### src/dualExecPkg.sv
`default_nettype none

package dualExecPkg;

    localparam int DATA_W = 32;
    localparam int REG_W  = 5;

    localparam logic [5:0] OP_SPECIAL = 6'h00;
    localparam logic [5:0] OP_BEQ     = 6'h04;
    localparam logic [5:0] OP_BNE     = 6'h05;
    localparam logic [5:0] OP_ADDI    = 6'h08;
    localparam logic [5:0] OP_ADDIU   = 6'h09;
    localparam logic [5:0] OP_ANDI    = 6'h0c;
    localparam logic [5:0] OP_ORI     = 6'h0d;
    localparam logic [5:0] OP_LUI     = 6'h0f;

    localparam logic [5:0] FN_SLL  = 6'h00;
    localparam logic [5:0] FN_SRL  = 6'h02;
    localparam logic [5:0] FN_ADD  = 6'h20;
    localparam logic [5:0] FN_ADDU = 6'h21;
    localparam logic [5:0] FN_SUB  = 6'h22;
    localparam logic [5:0] FN_SUBU = 6'h23;
    localparam logic [5:0] FN_AND  = 6'h24;
    localparam logic [5:0] FN_OR   = 6'h25;
    localparam logic [5:0] FN_XOR  = 6'h26;
    localparam logic [5:0] FN_SLT  = 6'h2a;

    // one word, two decodings.
    typedef union packed {
        struct packed {
            logic [5:0]       op;
            logic [REG_W-1:0] rs;
            logic [REG_W-1:0] rt;
            logic [REG_W-1:0] rd;
            logic [4:0]       shamt;
            logic [5:0]       funct;
        } rType;
        struct packed {
            logic [5:0]       op;
            logic [REG_W-1:0] rs;
            logic [REG_W-1:0] rt;
            logic [15:0]      imm16;
        } iType;
    } instWord_u;

    typedef struct packed {
        logic [DATA_W-1:0] value;
        logic              write;
        logic [REG_W-1:0]  dest;
        logic              overflow;
    } aluResult_t;

    // second ALU operand, register or extended immediate.
    function automatic logic [DATA_W-1:0] operandB(instWord_u inst, logic [DATA_W-1:0] rtValue);
        logic [15:0] imm;
        imm = inst.iType.imm16;
        case (inst.iType.op)
            OP_SPECIAL:      operandB = rtValue;
            OP_ANDI, OP_ORI: operandB = {16'h0000, imm}; // logical ops zero extend.
            OP_LUI:          operandB = {imm, 16'h0000};
            default:         operandB = {{16{imm[15]}}, imm};
        endcase
    endfunction

    function automatic aluResult_t aluCompute(instWord_u inst, logic [DATA_W-1:0] a,
                                              logic [DATA_W-1:0] b);
        aluResult_t r;
        logic [DATA_W-1:0] sum;
        logic [DATA_W-1:0] diff;
        logic addOvf;
        logic subOvf;
        sum    = a + b;
        diff   = a - b;
        addOvf = (a[DATA_W-1] == b[DATA_W-1]) && (sum[DATA_W-1] != a[DATA_W-1]);
        subOvf = (a[DATA_W-1] != b[DATA_W-1]) && (diff[DATA_W-1] != a[DATA_W-1]);
        r = '0;
        case (inst.rType.op)
            OP_SPECIAL: begin
                r.dest  = inst.rType.rd;
                r.write = 1'b1;
                case (inst.rType.funct)
                    FN_ADD: begin
                        r.value    = sum;
                        r.overflow = addOvf;
                    end
                    FN_ADDU: r.value = sum;
                    FN_SUB: begin
                        r.value    = diff;
                        r.overflow = subOvf;
                    end
                    FN_SUBU: r.value = diff;
                    FN_AND:  r.value = a & b;
                    FN_OR:   r.value = a | b;
                    FN_XOR:  r.value = a ^ b;
                    FN_SLT:  r.value = {{(DATA_W-1){1'b0}}, $signed(a) < $signed(b)};
                    FN_SLL:  r.value = b << inst.rType.shamt;
                    FN_SRL:  r.value = b >> inst.rType.shamt;
                    default: r.write = 1'b0; // unknown funct is a no-op.
                endcase
            end
            OP_ADDI: begin
                r.dest     = inst.iType.rt;
                r.write    = 1'b1;
                r.value    = sum;
                r.overflow = addOvf;
            end
            OP_ADDIU, OP_ANDI, OP_ORI, OP_LUI: begin
                r.dest  = inst.iType.rt;
                r.write = 1'b1;
                case (inst.iType.op)
                    OP_ANDI: r.value = a & b;
                    OP_ORI:  r.value = a | b;
                    OP_LUI:  r.value = b;
                    default: r.value = sum;
                endcase
            end
            default: r.write = 1'b0; // branches and the rest write nothing.
        endcase
        if (r.dest == '0) begin
            r.write = 1'b0; // r0 stays zero.
        end
        return r;
    endfunction

endpackage

`default_nettype wire

### src/opBundle.sv
`timescale 1ns/10ps
`default_nettype none

// one issued slot, pipeline register to lane.
interface opBundle;
    logic                          valid;
    logic [dualExecPkg::DATA_W-1:0] pc;
    dualExecPkg::instWord_u        inst;
    logic [dualExecPkg::DATA_W-1:0] rsValue;
    logic [dualExecPkg::DATA_W-1:0] rtValue;

    modport pipeReg (
        output valid,
        output pc,
        output inst,
        output rsValue,
        output rtValue
    );

    modport lane (
        input valid,
        input pc,
        input inst,
        input rsValue,
        input rtValue
    );
endinterface

`default_nettype wire

### src/laneResult.sv
`timescale 1ns/10ps
`default_nettype none

// one lane's result, lane to merge.
interface laneResult;
    logic                          valid;
    logic                          wen;
    logic [dualExecPkg::REG_W-1:0]  waddr;
    logic [dualExecPkg::DATA_W-1:0] wdata;
    logic                          overflow;
    logic [dualExecPkg::DATA_W-1:0] pc; // for the exception report.

    modport lane (
        output valid,
        output wen,
        output waddr,
        output wdata,
        output overflow,
        output pc
    );

    modport merge (
        input valid,
        input wen,
        input waddr,
        input wdata,
        input overflow,
        input pc
    );
endinterface

`default_nettype wire

### src/idExReg.sv
`timescale 1ns/10ps
`default_nettype none

module idExReg (
    input wire logic                           clk,
    input wire logic                           rst,
    input wire logic                           clear1,
    input wire logic                           clear2,
    input wire logic                           ena1,
    input wire logic                           ena2,

    input wire logic                           masterValid,
    input wire logic [dualExecPkg::DATA_W-1:0] masterPc,
    input wire dualExecPkg::instWord_u         masterInst,
    input wire logic [dualExecPkg::DATA_W-1:0] masterRsValue,
    input wire logic [dualExecPkg::DATA_W-1:0] masterRtValue,

    input wire logic                           slaveValid,
    input wire logic [dualExecPkg::DATA_W-1:0] slavePc,
    input wire dualExecPkg::instWord_u         slaveInst,
    input wire logic [dualExecPkg::DATA_W-1:0] slaveRsValue,
    input wire logic [dualExecPkg::DATA_W-1:0] slaveRtValue,

    opBundle.pipeReg                           masterOp,
    opBundle.pipeReg                           slaveOp
);

    // master slot.
    always_ff @(posedge clk) begin
        if (rst | clear1) begin
            masterOp.valid   <= 1'b0;
            masterOp.pc      <= '0;
            masterOp.inst    <= '0;
            masterOp.rsValue <= '0;
            masterOp.rtValue <= '0;
        end else if (ena1) begin
            masterOp.valid   <= masterValid;
            masterOp.pc      <= masterPc;
            masterOp.inst    <= masterInst;
            masterOp.rsValue <= masterRsValue;
            masterOp.rtValue <= masterRtValue;
        end else begin
            masterOp.valid <= 1'b0; // stall shows as a bubble.
        end
    end

    // slave slot, same rules with its own controls.
    always_ff @(posedge clk) begin
        if (rst | clear2) begin
            slaveOp.valid   <= 1'b0;
            slaveOp.pc      <= '0;
            slaveOp.inst    <= '0;
            slaveOp.rsValue <= '0;
            slaveOp.rtValue <= '0;
        end else if (ena2) begin
            slaveOp.valid   <= slaveValid;
            slaveOp.pc      <= slavePc;
            slaveOp.inst    <= slaveInst;
            slaveOp.rsValue <= slaveRsValue;
            slaveOp.rtValue <= slaveRtValue;
        end else begin
            slaveOp.valid <= 1'b0;
        end
    end

endmodule

`default_nettype wire

### src/masterLane.sv
`timescale 1ns/10ps
`default_nettype none

module masterLane (
    opBundle.lane                                op,
    laneResult.lane                              res,
    output logic                                 branchTaken,
    output logic [dualExecPkg::DATA_W-1:0]       branchTarget
);

    logic [dualExecPkg::DATA_W-1:0] opB;
    logic [dualExecPkg::DATA_W-1:0] branchOffset;
    dualExecPkg::aluResult_t        alu;
    logic                           isBeq;
    logic                           isBne;
    logic                           operandsEqual;

    always_comb begin
        opB = dualExecPkg::operandB(op.inst, op.rtValue);
        alu = dualExecPkg::aluCompute(op.inst, op.rsValue, opB);
    end

    assign res.valid    = op.valid;
    assign res.wen      = alu.write;
    assign res.waddr    = alu.dest;
    assign res.wdata    = alu.value;
    assign res.overflow = alu.overflow;
    assign res.pc       = op.pc;

    // branch resolution.
    assign isBeq         = (op.inst.iType.op == dualExecPkg::OP_BEQ);
    assign isBne         = (op.inst.iType.op == dualExecPkg::OP_BNE);
    assign operandsEqual = (op.rsValue == op.rtValue);
    assign branchTaken   = (isBeq & operandsEqual) | (isBne & ~operandsEqual);

    // word offset, sign extended.
    assign branchOffset = {{14{op.inst.iType.imm16[15]}}, op.inst.iType.imm16, 2'b00};
    assign branchTarget = op.pc + 32'd4 + branchOffset;

endmodule

`default_nettype wire

### src/slaveLane.sv
`timescale 1ns/10ps
`default_nettype none

module slaveLane (
    opBundle.lane   op,
    laneResult.lane res
);

    logic [dualExecPkg::DATA_W-1:0] opB;
    dualExecPkg::aluResult_t        alu;

    // branch opcodes decode to no write here.
    always_comb begin
        opB = dualExecPkg::operandB(op.inst, op.rtValue);
        alu = dualExecPkg::aluCompute(op.inst, op.rsValue, opB);
    end

    assign res.valid    = op.valid;
    assign res.wen      = alu.write;
    assign res.waddr    = alu.dest;
    assign res.wdata    = alu.value;
    assign res.overflow = alu.overflow;
    assign res.pc       = op.pc; // delay slot pc for exceptions.

endmodule

`default_nettype wire

### src/resultMerge.sv
`timescale 1ns/10ps
`default_nettype none

module resultMerge (
    input wire logic                           clk,
    input wire logic                           rst,
    laneResult.merge                           masterRes,
    laneResult.merge                           slaveRes,
    input wire logic                           branchTakenIn,
    input wire logic [dualExecPkg::DATA_W-1:0] branchTargetIn,
    output logic                               wb0Wen,
    output logic                               wb1Wen,
    output logic [dualExecPkg::REG_W-1:0]      wb0Addr,
    output logic [dualExecPkg::REG_W-1:0]      wb1Addr,
    output logic [dualExecPkg::DATA_W-1:0]     wb0Data,
    output logic [dualExecPkg::DATA_W-1:0]     wb1Data,
    output logic                               branchTaken,
    output logic [dualExecPkg::DATA_W-1:0]     branchTarget,
    output logic                               exceptValid,
    output logic [dualExecPkg::DATA_W-1:0]     exceptPc
);

    logic masterOvf;
    logic slaveOvf;
    logic masterWrite;
    logic slaveWrite;
    logic sameDest;

    always_comb begin
        masterOvf   = masterRes.valid & masterRes.overflow;
        slaveOvf    = slaveRes.valid & slaveRes.overflow;
        // master overflow kills the delay slot write too.
        slaveWrite  = slaveRes.valid & slaveRes.wen & ~slaveRes.overflow & ~masterOvf;
        sameDest    = slaveWrite & (masterRes.waddr == slaveRes.waddr);
        // slave is younger, so it wins a shared destination.
        masterWrite = masterRes.valid & masterRes.wen & ~masterRes.overflow & ~sameDest;
    end

    always_ff @(posedge clk) begin
        if (rst) begin
            wb0Wen      <= 1'b0;
            wb1Wen      <= 1'b0;
            branchTaken <= 1'b0;
            exceptValid <= 1'b0;
        end else begin
            wb0Wen      <= masterWrite;
            wb1Wen      <= slaveWrite;
            branchTaken <= masterRes.valid & branchTakenIn;
            exceptValid <= masterOvf | slaveOvf;
        end
    end

    always_ff @(posedge clk) begin
        wb0Addr      <= masterRes.waddr;
        wb0Data      <= masterRes.wdata;
        wb1Addr      <= slaveRes.waddr;
        wb1Data      <= slaveRes.wdata;
        branchTarget <= branchTargetIn;
        exceptPc     <= masterOvf ? masterRes.pc : slaveRes.pc; // older slot first.
    end

endmodule

`default_nettype wire

### src/dualExecTop.sv
`timescale 1ns/10ps
`default_nettype none

module dualExecTop (
    input wire logic                           clk,
    input wire logic                           rst,
    input wire logic                           clear1,
    input wire logic                           clear2,
    input wire logic                           ena1,
    input wire logic                           ena2,

    input wire logic                           masterValid,
    input wire logic [dualExecPkg::DATA_W-1:0] masterPc,
    input wire dualExecPkg::instWord_u         masterInst,
    input wire logic [dualExecPkg::DATA_W-1:0] masterRsValue,
    input wire logic [dualExecPkg::DATA_W-1:0] masterRtValue,

    input wire logic                           slaveValid,
    input wire logic [dualExecPkg::DATA_W-1:0] slavePc,
    input wire dualExecPkg::instWord_u         slaveInst,
    input wire logic [dualExecPkg::DATA_W-1:0] slaveRsValue,
    input wire logic [dualExecPkg::DATA_W-1:0] slaveRtValue,

    output logic                               wb0Wen,
    output logic                               wb1Wen,
    output logic [dualExecPkg::REG_W-1:0]      wb0Addr,
    output logic [dualExecPkg::REG_W-1:0]      wb1Addr,
    output logic [dualExecPkg::DATA_W-1:0]     wb0Data,
    output logic [dualExecPkg::DATA_W-1:0]     wb1Data,
    output logic                               branchTaken,
    output logic [dualExecPkg::DATA_W-1:0]     branchTarget,
    output logic                               exceptValid,
    output logic [dualExecPkg::DATA_W-1:0]     exceptPc
);

    opBundle   masterOp ();
    opBundle   slaveOp ();
    laneResult masterRes ();
    laneResult slaveRes ();

    logic                           laneBranchTaken;
    logic [dualExecPkg::DATA_W-1:0] laneBranchTarget;

    idExReg uIdExReg (
        .clk           (clk),
        .rst           (rst),
        .clear1        (clear1),
        .clear2        (clear2),
        .ena1          (ena1),
        .ena2          (ena2),
        .masterValid   (masterValid),
        .masterPc      (masterPc),
        .masterInst    (masterInst),
        .masterRsValue (masterRsValue),
        .masterRtValue (masterRtValue),
        .slaveValid    (slaveValid),
        .slavePc       (slavePc),
        .slaveInst     (slaveInst),
        .slaveRsValue  (slaveRsValue),
        .slaveRtValue  (slaveRtValue),
        .masterOp      (masterOp),
        .slaveOp       (slaveOp)
    );

    masterLane uMasterLane (
        .op           (masterOp),
        .res          (masterRes),
        .branchTaken  (laneBranchTaken),
        .branchTarget (laneBranchTarget)
    );

    slaveLane uSlaveLane (
        .op  (slaveOp),
        .res (slaveRes)
    );

    resultMerge uResultMerge (
        .clk            (clk),
        .rst            (rst),
        .masterRes      (masterRes),
        .slaveRes       (slaveRes),
        .branchTakenIn  (laneBranchTaken),
        .branchTargetIn (laneBranchTarget),
        .wb0Wen         (wb0Wen),
        .wb1Wen         (wb1Wen),
        .wb0Addr        (wb0Addr),
        .wb1Addr        (wb1Addr),
        .wb0Data        (wb0Data),
        .wb1Data        (wb1Data),
        .branchTaken    (branchTaken),
        .branchTarget   (branchTarget),
        .exceptValid    (exceptValid),
        .exceptPc       (exceptPc)
    );

endmodule

`default_nettype wire

### config.mk
export PLATFORM = sky130hd
export DESIGN_NAME = dualExecTop
export DESIGN_NICKNAME = d
export VERILOG_FILES = /design/src/dualExecPkg.sv /design/src/opBundle.sv /design/src/laneResult.sv /design/src/idExReg.sv /design/src/masterLane.sv /design/src/slaveLane.sv /design/src/resultMerge.sv /design/src/dualExecTop.sv
export SDC_FILE = /design/constraint.sdc
export NUM_CORES = 2
export LEC_CHECK = 0
export BUFFER_PORTS_ARGS = -buffer_cell sky130_fd_sc_hd__buf_4
export CAP_MARGIN = 10
export CORE_AREA = 3 3 231 279
export CTS_BUF_LIST = sky130_fd_sc_hd__clkbuf_4 sky130_fd_sc_hd__clkbuf_8 sky130_fd_sc_hd__clkbuf_16
export DETAILED_ROUTE_END_ITERATION = 10
export DIE_AREA = 0 0 234 282
export PLACE_DENSITY = 0.77
export SLEW_MARGIN = 0
export SYNTH_ARGS = -nofsm -noshare
export SYNTH_HDL_FRONTEND = slang
export SYNTH_SLANG_ARGS = --single-unit
### constraint.sdc
create_clock -name clk -period 5.42 [get_ports clk]
set_input_delay 0.271 -clock clk [delete_from_list [all_inputs] [get_ports clk]]
set_output_delay 0.271 -clock clk [all_outputs]
set_load 0.05 [all_outputs]
==> out/metrics.yaml, run 1 <==
place.detailed.instances: 5516
cts-htree-levels: 2
globalplace.congestion: 1.14
syn_area_um2: 34600
grt_total_ovfl: 11
detailed_place_hpwl_mm: 133
ys_seq_area_frac: 0.226
netlist.area_leader.share: 0.226
yosys.cell_types.count: 93
async_flop_share: 0
synth_seq_cells: 390
floorplan.initialDensity: 0.558
outcome: "aborted with a tool error"
floorplan.io_pins: 406
post-place-ws_ns: 0.235
ys_warn_count: 0
yosys.area.top_type: "dfxtp_1"
syn-instance-count: 4392
clockRootBuffer: "clkbuf_16"
synth_most_common_cell: "nor2_1"
synth_enable_flop_cells: 0
cts.path.max_buffers: 3
grtUsageTotal: 0.643
core.rowCount: 100
grt_start_max_net_pins: 90
io_buffer_count: 395
die_x_um: 234
netlist_top_cells_count: "nor2_1 (593), dfxtp_1 (390), mux2i_1 (384)"
buffer_count_from_post_cts_setup_fixing: 0
postSynthNetCount: 4910
run.stop_error: "[ERROR GRT-0116] Global routing finished with congestion. Check the congestion regions in the DRC Viewer."
first_pass_grt_wire_length_mm: 313
yosys_most_used_dff: "dfxtp_1"
clock_sink_count: 390
syn_avg_cell_area_um2: 7.87
grt_pass1_vias: 45321
die-height_um: 282
synth.top_cells.by_area: "dfxtp_1 (23%), mux2i_1 (11%), ha_1 (9.0%)"
outcome.stop_stage: "global routing (5_1_grt)"
tritoncts.num_buffers: 44
## through the flow
step                 util  instance area [um2]  hold slack (ns)
floorplan               -                34600            0.340
global placement    0.633                39200            0.359
detailed placement  0.633                39200            0.366
CTS                 0.699                43300          0.00241
## logic make-up after synthesis
family          synth area share
compound gates             0.251
fa+ha+maj                 0.0930
mux                        0.165
flops                      0.226
simple gates               0.165
xor+xnor                  0.0385
buf+inv                   0.0621
## metal layers
layer / GRT usage / GRT overflow
met5: 0.0291 / 0
met1: 0.640 / 0
met2: 0.891 / 2
met4: 0.701 / 9
met3: 0.364 / 0
## timing repair
| item | CTS |
|---|---|
| endpoints found under the hold margin | 246 |
| resized for setup | 0 |
| hold buffers | 246 |
==> inputs of run 2 (changes only) <==
--- a/config.mk
+++ b/config.mk
@@ -7,11 +7,10 @@
 export LEC_CHECK = 0
 export BUFFER_PORTS_ARGS = -buffer_cell sky130_fd_sc_hd__buf_4
 export CAP_MARGIN = 10
-export CORE_AREA = 3 3 231 279
-export CTS_BUF_LIST = sky130_fd_sc_hd__clkbuf_4 sky130_fd_sc_hd__clkbuf_8 sky130_fd_sc_hd__clkbuf_16
+export CORE_AREA = 3 3 299 301
 export DETAILED_ROUTE_END_ITERATION = 10
-export DIE_AREA = 0 0 234 282
-export PLACE_DENSITY = 0.77
+export DIE_AREA = 0 0 302 304
+export PLACE_DENSITY_LB_ADDON = 0.15
 export SLEW_MARGIN = 0
 export SYNTH_ARGS = -nofsm -noshare
 export SYNTH_HDL_FRONTEND = slang
==> out/metrics.yaml, run 2 <==
nets_final: 5554
floorplan.initialDensity: 0.398  # -0.160
final_antenna_net_count: 0
yosys.area.top_type: "dfxtp_1"
clock_sink_count: 390  # unchanged
cts.reportedPaths.clkPinSlew_ns: 0.06
num_vias: 38959
die_area_um2: 91800
syn_avg_cell_area_um2: 7.87  # unchanged
max_cap_viol_count: 1
via_per_inst: 6.25
power.sequential.fraction: 0.308
die-height_um: 304  # +7.8%
io_buffer_count: 395  # unchanged
groute.layer.met3.usage: 0.0875
core.rowCount: 108  # +8.0%
final_worst_setup_slack_ns: 0.181
p_comb_frac: 0.362
globalplace.congestion: 1.07  # -6.3%
finalMaxSlewViolations: 1
grtUsageTotal: 0.393
postSynthNetCount: 4910  # unchanged
cts-htree-levels: 2  # unchanged
multi_input_comb_area_um2: 24700
area_growth_syn_to_layout_pct: 27.5
grt_total_ovfl: 0
first_pass_iters: 8
power_share_of_the_clock_group: 0.330
final_hold_vios: 0
fraction_of_final_layout_cells_with_drive_strength_greater_than_1: 0.186
synth_most_common_cell: "nor2_1"
grt.met1_usage: 0.471
cp-start-kind: "register"
design.core.area_um2: 86900
synth_seq_cells: 390  # unchanged
critical_path.max_fanout: 34
min_path_type: "input pin to register"
critPathArrivalTime_ns: 5.76
totalWireLength_mm: 187
timing.final.crit_share: 0.967
clk_latency_ns: 0.66
p_sw_frac: 0.383
yosys.cell_types.count: 93  # unchanged
mostFrequentLayoutCells: "buf_4 (667), nor2_1 (589), mux2i_1 (384)"
relSlewSlack: -0.00604
clockRootBuffer: "clkbuf_16"
seq_cell_area_um2: 7820
fin_total_pwr_mw: 10.2
cts.path.max_buffers: 3  # unchanged
p_int_mw: 6.27
syn_area_um2: 34600  # unchanged
post-place-ws_ns: 0.195  # -0.0401 ns
synth_enable_flop_cells: 0  # unchanged
final.min_clock_period_ns: 5.24
tritoncts.num_buffers: 46  # +4.5%
peak_supply_drop_mv: 0.239
critPathCaptureType: "register"
outcome: "complete, but fails checks"
worst_clock_skew_ns: 0.0369
grt_antenna_before_repair: 5
worstSetupPathType: "register to register"
regToRegSetupSlack_ns: 0.18
violations: "max-capacitance violations, max-slew violations"
layout.cells.most_common: "buf_4"
nFillCells: 8466
drt_iter0_drc: 4001
drt_drc_violations_left: 0
syn-instance-count: 4392  # unchanged
fmaxAchievable_mhz: 191
netlist.area_leader.share: 0.226  # unchanged
detailed_place_hpwl_mm: 146  # +9.7%
netlist_top_cells_count: "nor2_1 (593), dfxtp_1 (390), mux2i_1 (384)"
worstMarginPinSlew_ns: 1.49
grt_util_met2: 0.635
power_per_cell_area_nw_per_um2: 230
grt_start_max_net_pins: 87
yosys_most_used_dff: "dfxtp_1"
worst_ep_required_time_ns: 5.94
synth.top_cells.by_area: "dfxtp_1 (23%), mux2i_1 (11%), ha_1 (9.0%)"
first_pass_grt_wire_length_mm: 268
async_flop_share: 0  # unchanged
floorplan.io_pins: 406  # unchanged
tritoncts_clock_tree: "yes"
ys_warn_count: 0  # unchanged
timing.final.setup_violations: 0
grt_pass1_vias: 37962
fin_worst_hold_slack_ns: 0.0973
grt_most_used_layer: "met2"
leakage_nw: 19.3
p_switching_mw: 3.89
die_x_um: 302  # +29%
average_wire_length_per_cell_after_detail_routing_um: 30.0
ys_seq_area_frac: 0.226  # unchanged
run 2: cell counts after synthesis:
No cell type changed its count.
run 2: final cells by class:
type | instances | share of cell area
Antenna cell | 8 | 0.000454
Clock buffer | 61 | 0.0297
Clock inverter | 24 | 0.00735
Inverter | 227 | 0.0193
Multi-Input combinational cell | 3450 | 0.561
Sequential cell | 390 | 0.177
Tap cell | 1155 | 0.0328
Timing Repair Buffer | 921 | 0.172
run 2: repair_timing:
| item | in CTS | in global routing |
|---|---|---|
| endpoints found under the hold margin | 249 | 0 |
| hold buffers | 249 | 0 |
| setup buffers | 0 | 2 |
| endpoints found under the setup margin | 0 | 40 |
| resized for setup | 0 | 6 |
run 2: logic make-up (layout without fill, tap and decap cells):
group | Yosys count | after routing | synth area share
flip-flops | 390 | 390 | 0.226
other | 0 | 8 | 0
multiplexers | 496 | 496 | 0.165
adder cells (fa/ha/maj) | 254 | 254 | 0.0930
buffers and inverters | 552 | 1233 | 0.0621
AND/OR/NAND/NOR | 1281 | 1281 | 0.165
AO/OA/AOI/OAI | 1267 | 1267 | 0.251
XOR/XNOR | 152 | 152 | 0.0385
run 2: worst paths after layout:
check	cells after the start	startpoint	end
max	18	uIdExReg.masterOp.inst[26]	uResultMerge.exceptPc[28]
min	3	ena2	uIdExReg.slaveOp.valid
max reg2reg	18	uIdExReg.masterOp.inst[26]	uResultMerge.exceptPc[28]
min reg2reg	0	uIdExReg.masterOp.pc[0]	uResultMerge.branchTarget[0]
run 2: routing by layer:
layer / vias up / part of all wire
met5: - / 0.000069
met4: 2 / 0.076
met3: 576 / 0.087
met2: 2122 / 0.45
met1: 18824 / 0.38
li1: 17435 / -
run 2: power by group through the flow:
| stage | logic, mW | clock network (mW) | registers, mW |
|---|---|---|---|
| 2_1_floorplan | 1.76 | 0 | 3.39 |
| 3_3_place_gp | 3.40 | 0 | 3.18 |
| 3_5_place_dp | 3.39 | 0 | 3.19 |
| 4_1_cts | 3.56 | 3.42 | 3.12 |
| 5_1_grt | 3.84 | 3.53 | 3.14 |
| 6_report | 3.67 | 3.35 | 3.13 |
run 2: worst max-delay path: stages, from the launching register on:
cell and delay, ns:
dfxtp_1 0.39, buf_4 0.39, nand2b_1 0.23, a31oi_4 0.15
o21ai_1 0.19, o21a_1 0.26, inv_1 0.10, ha_1 0.32
buf_4 0.20, a221oi_1 0.46, o31ai_1 0.19, a21o_1 0.23
a31oi_2 0.24, a31oi_1 0.26, a2111oi_0 0.52, a211o_1 0.21
o211ai_4 0.10, buf_12 0.19, mux2_2 0.34
run 2: stage by stage:
stage	cells	setup TNS, ns	utilization	instance area (um2)
after global routing	6230	-0.173	0.507	44100
after floorplan	4392	0	-	34600
after CTS	6226	0	0.506	44000
after detailed placement	5892	0	0.459	39900
final	6236	0	0.507	44100
after global placement	5892	0	0.459	39900
Note: power is estimated with default switching activity, not from simulation.
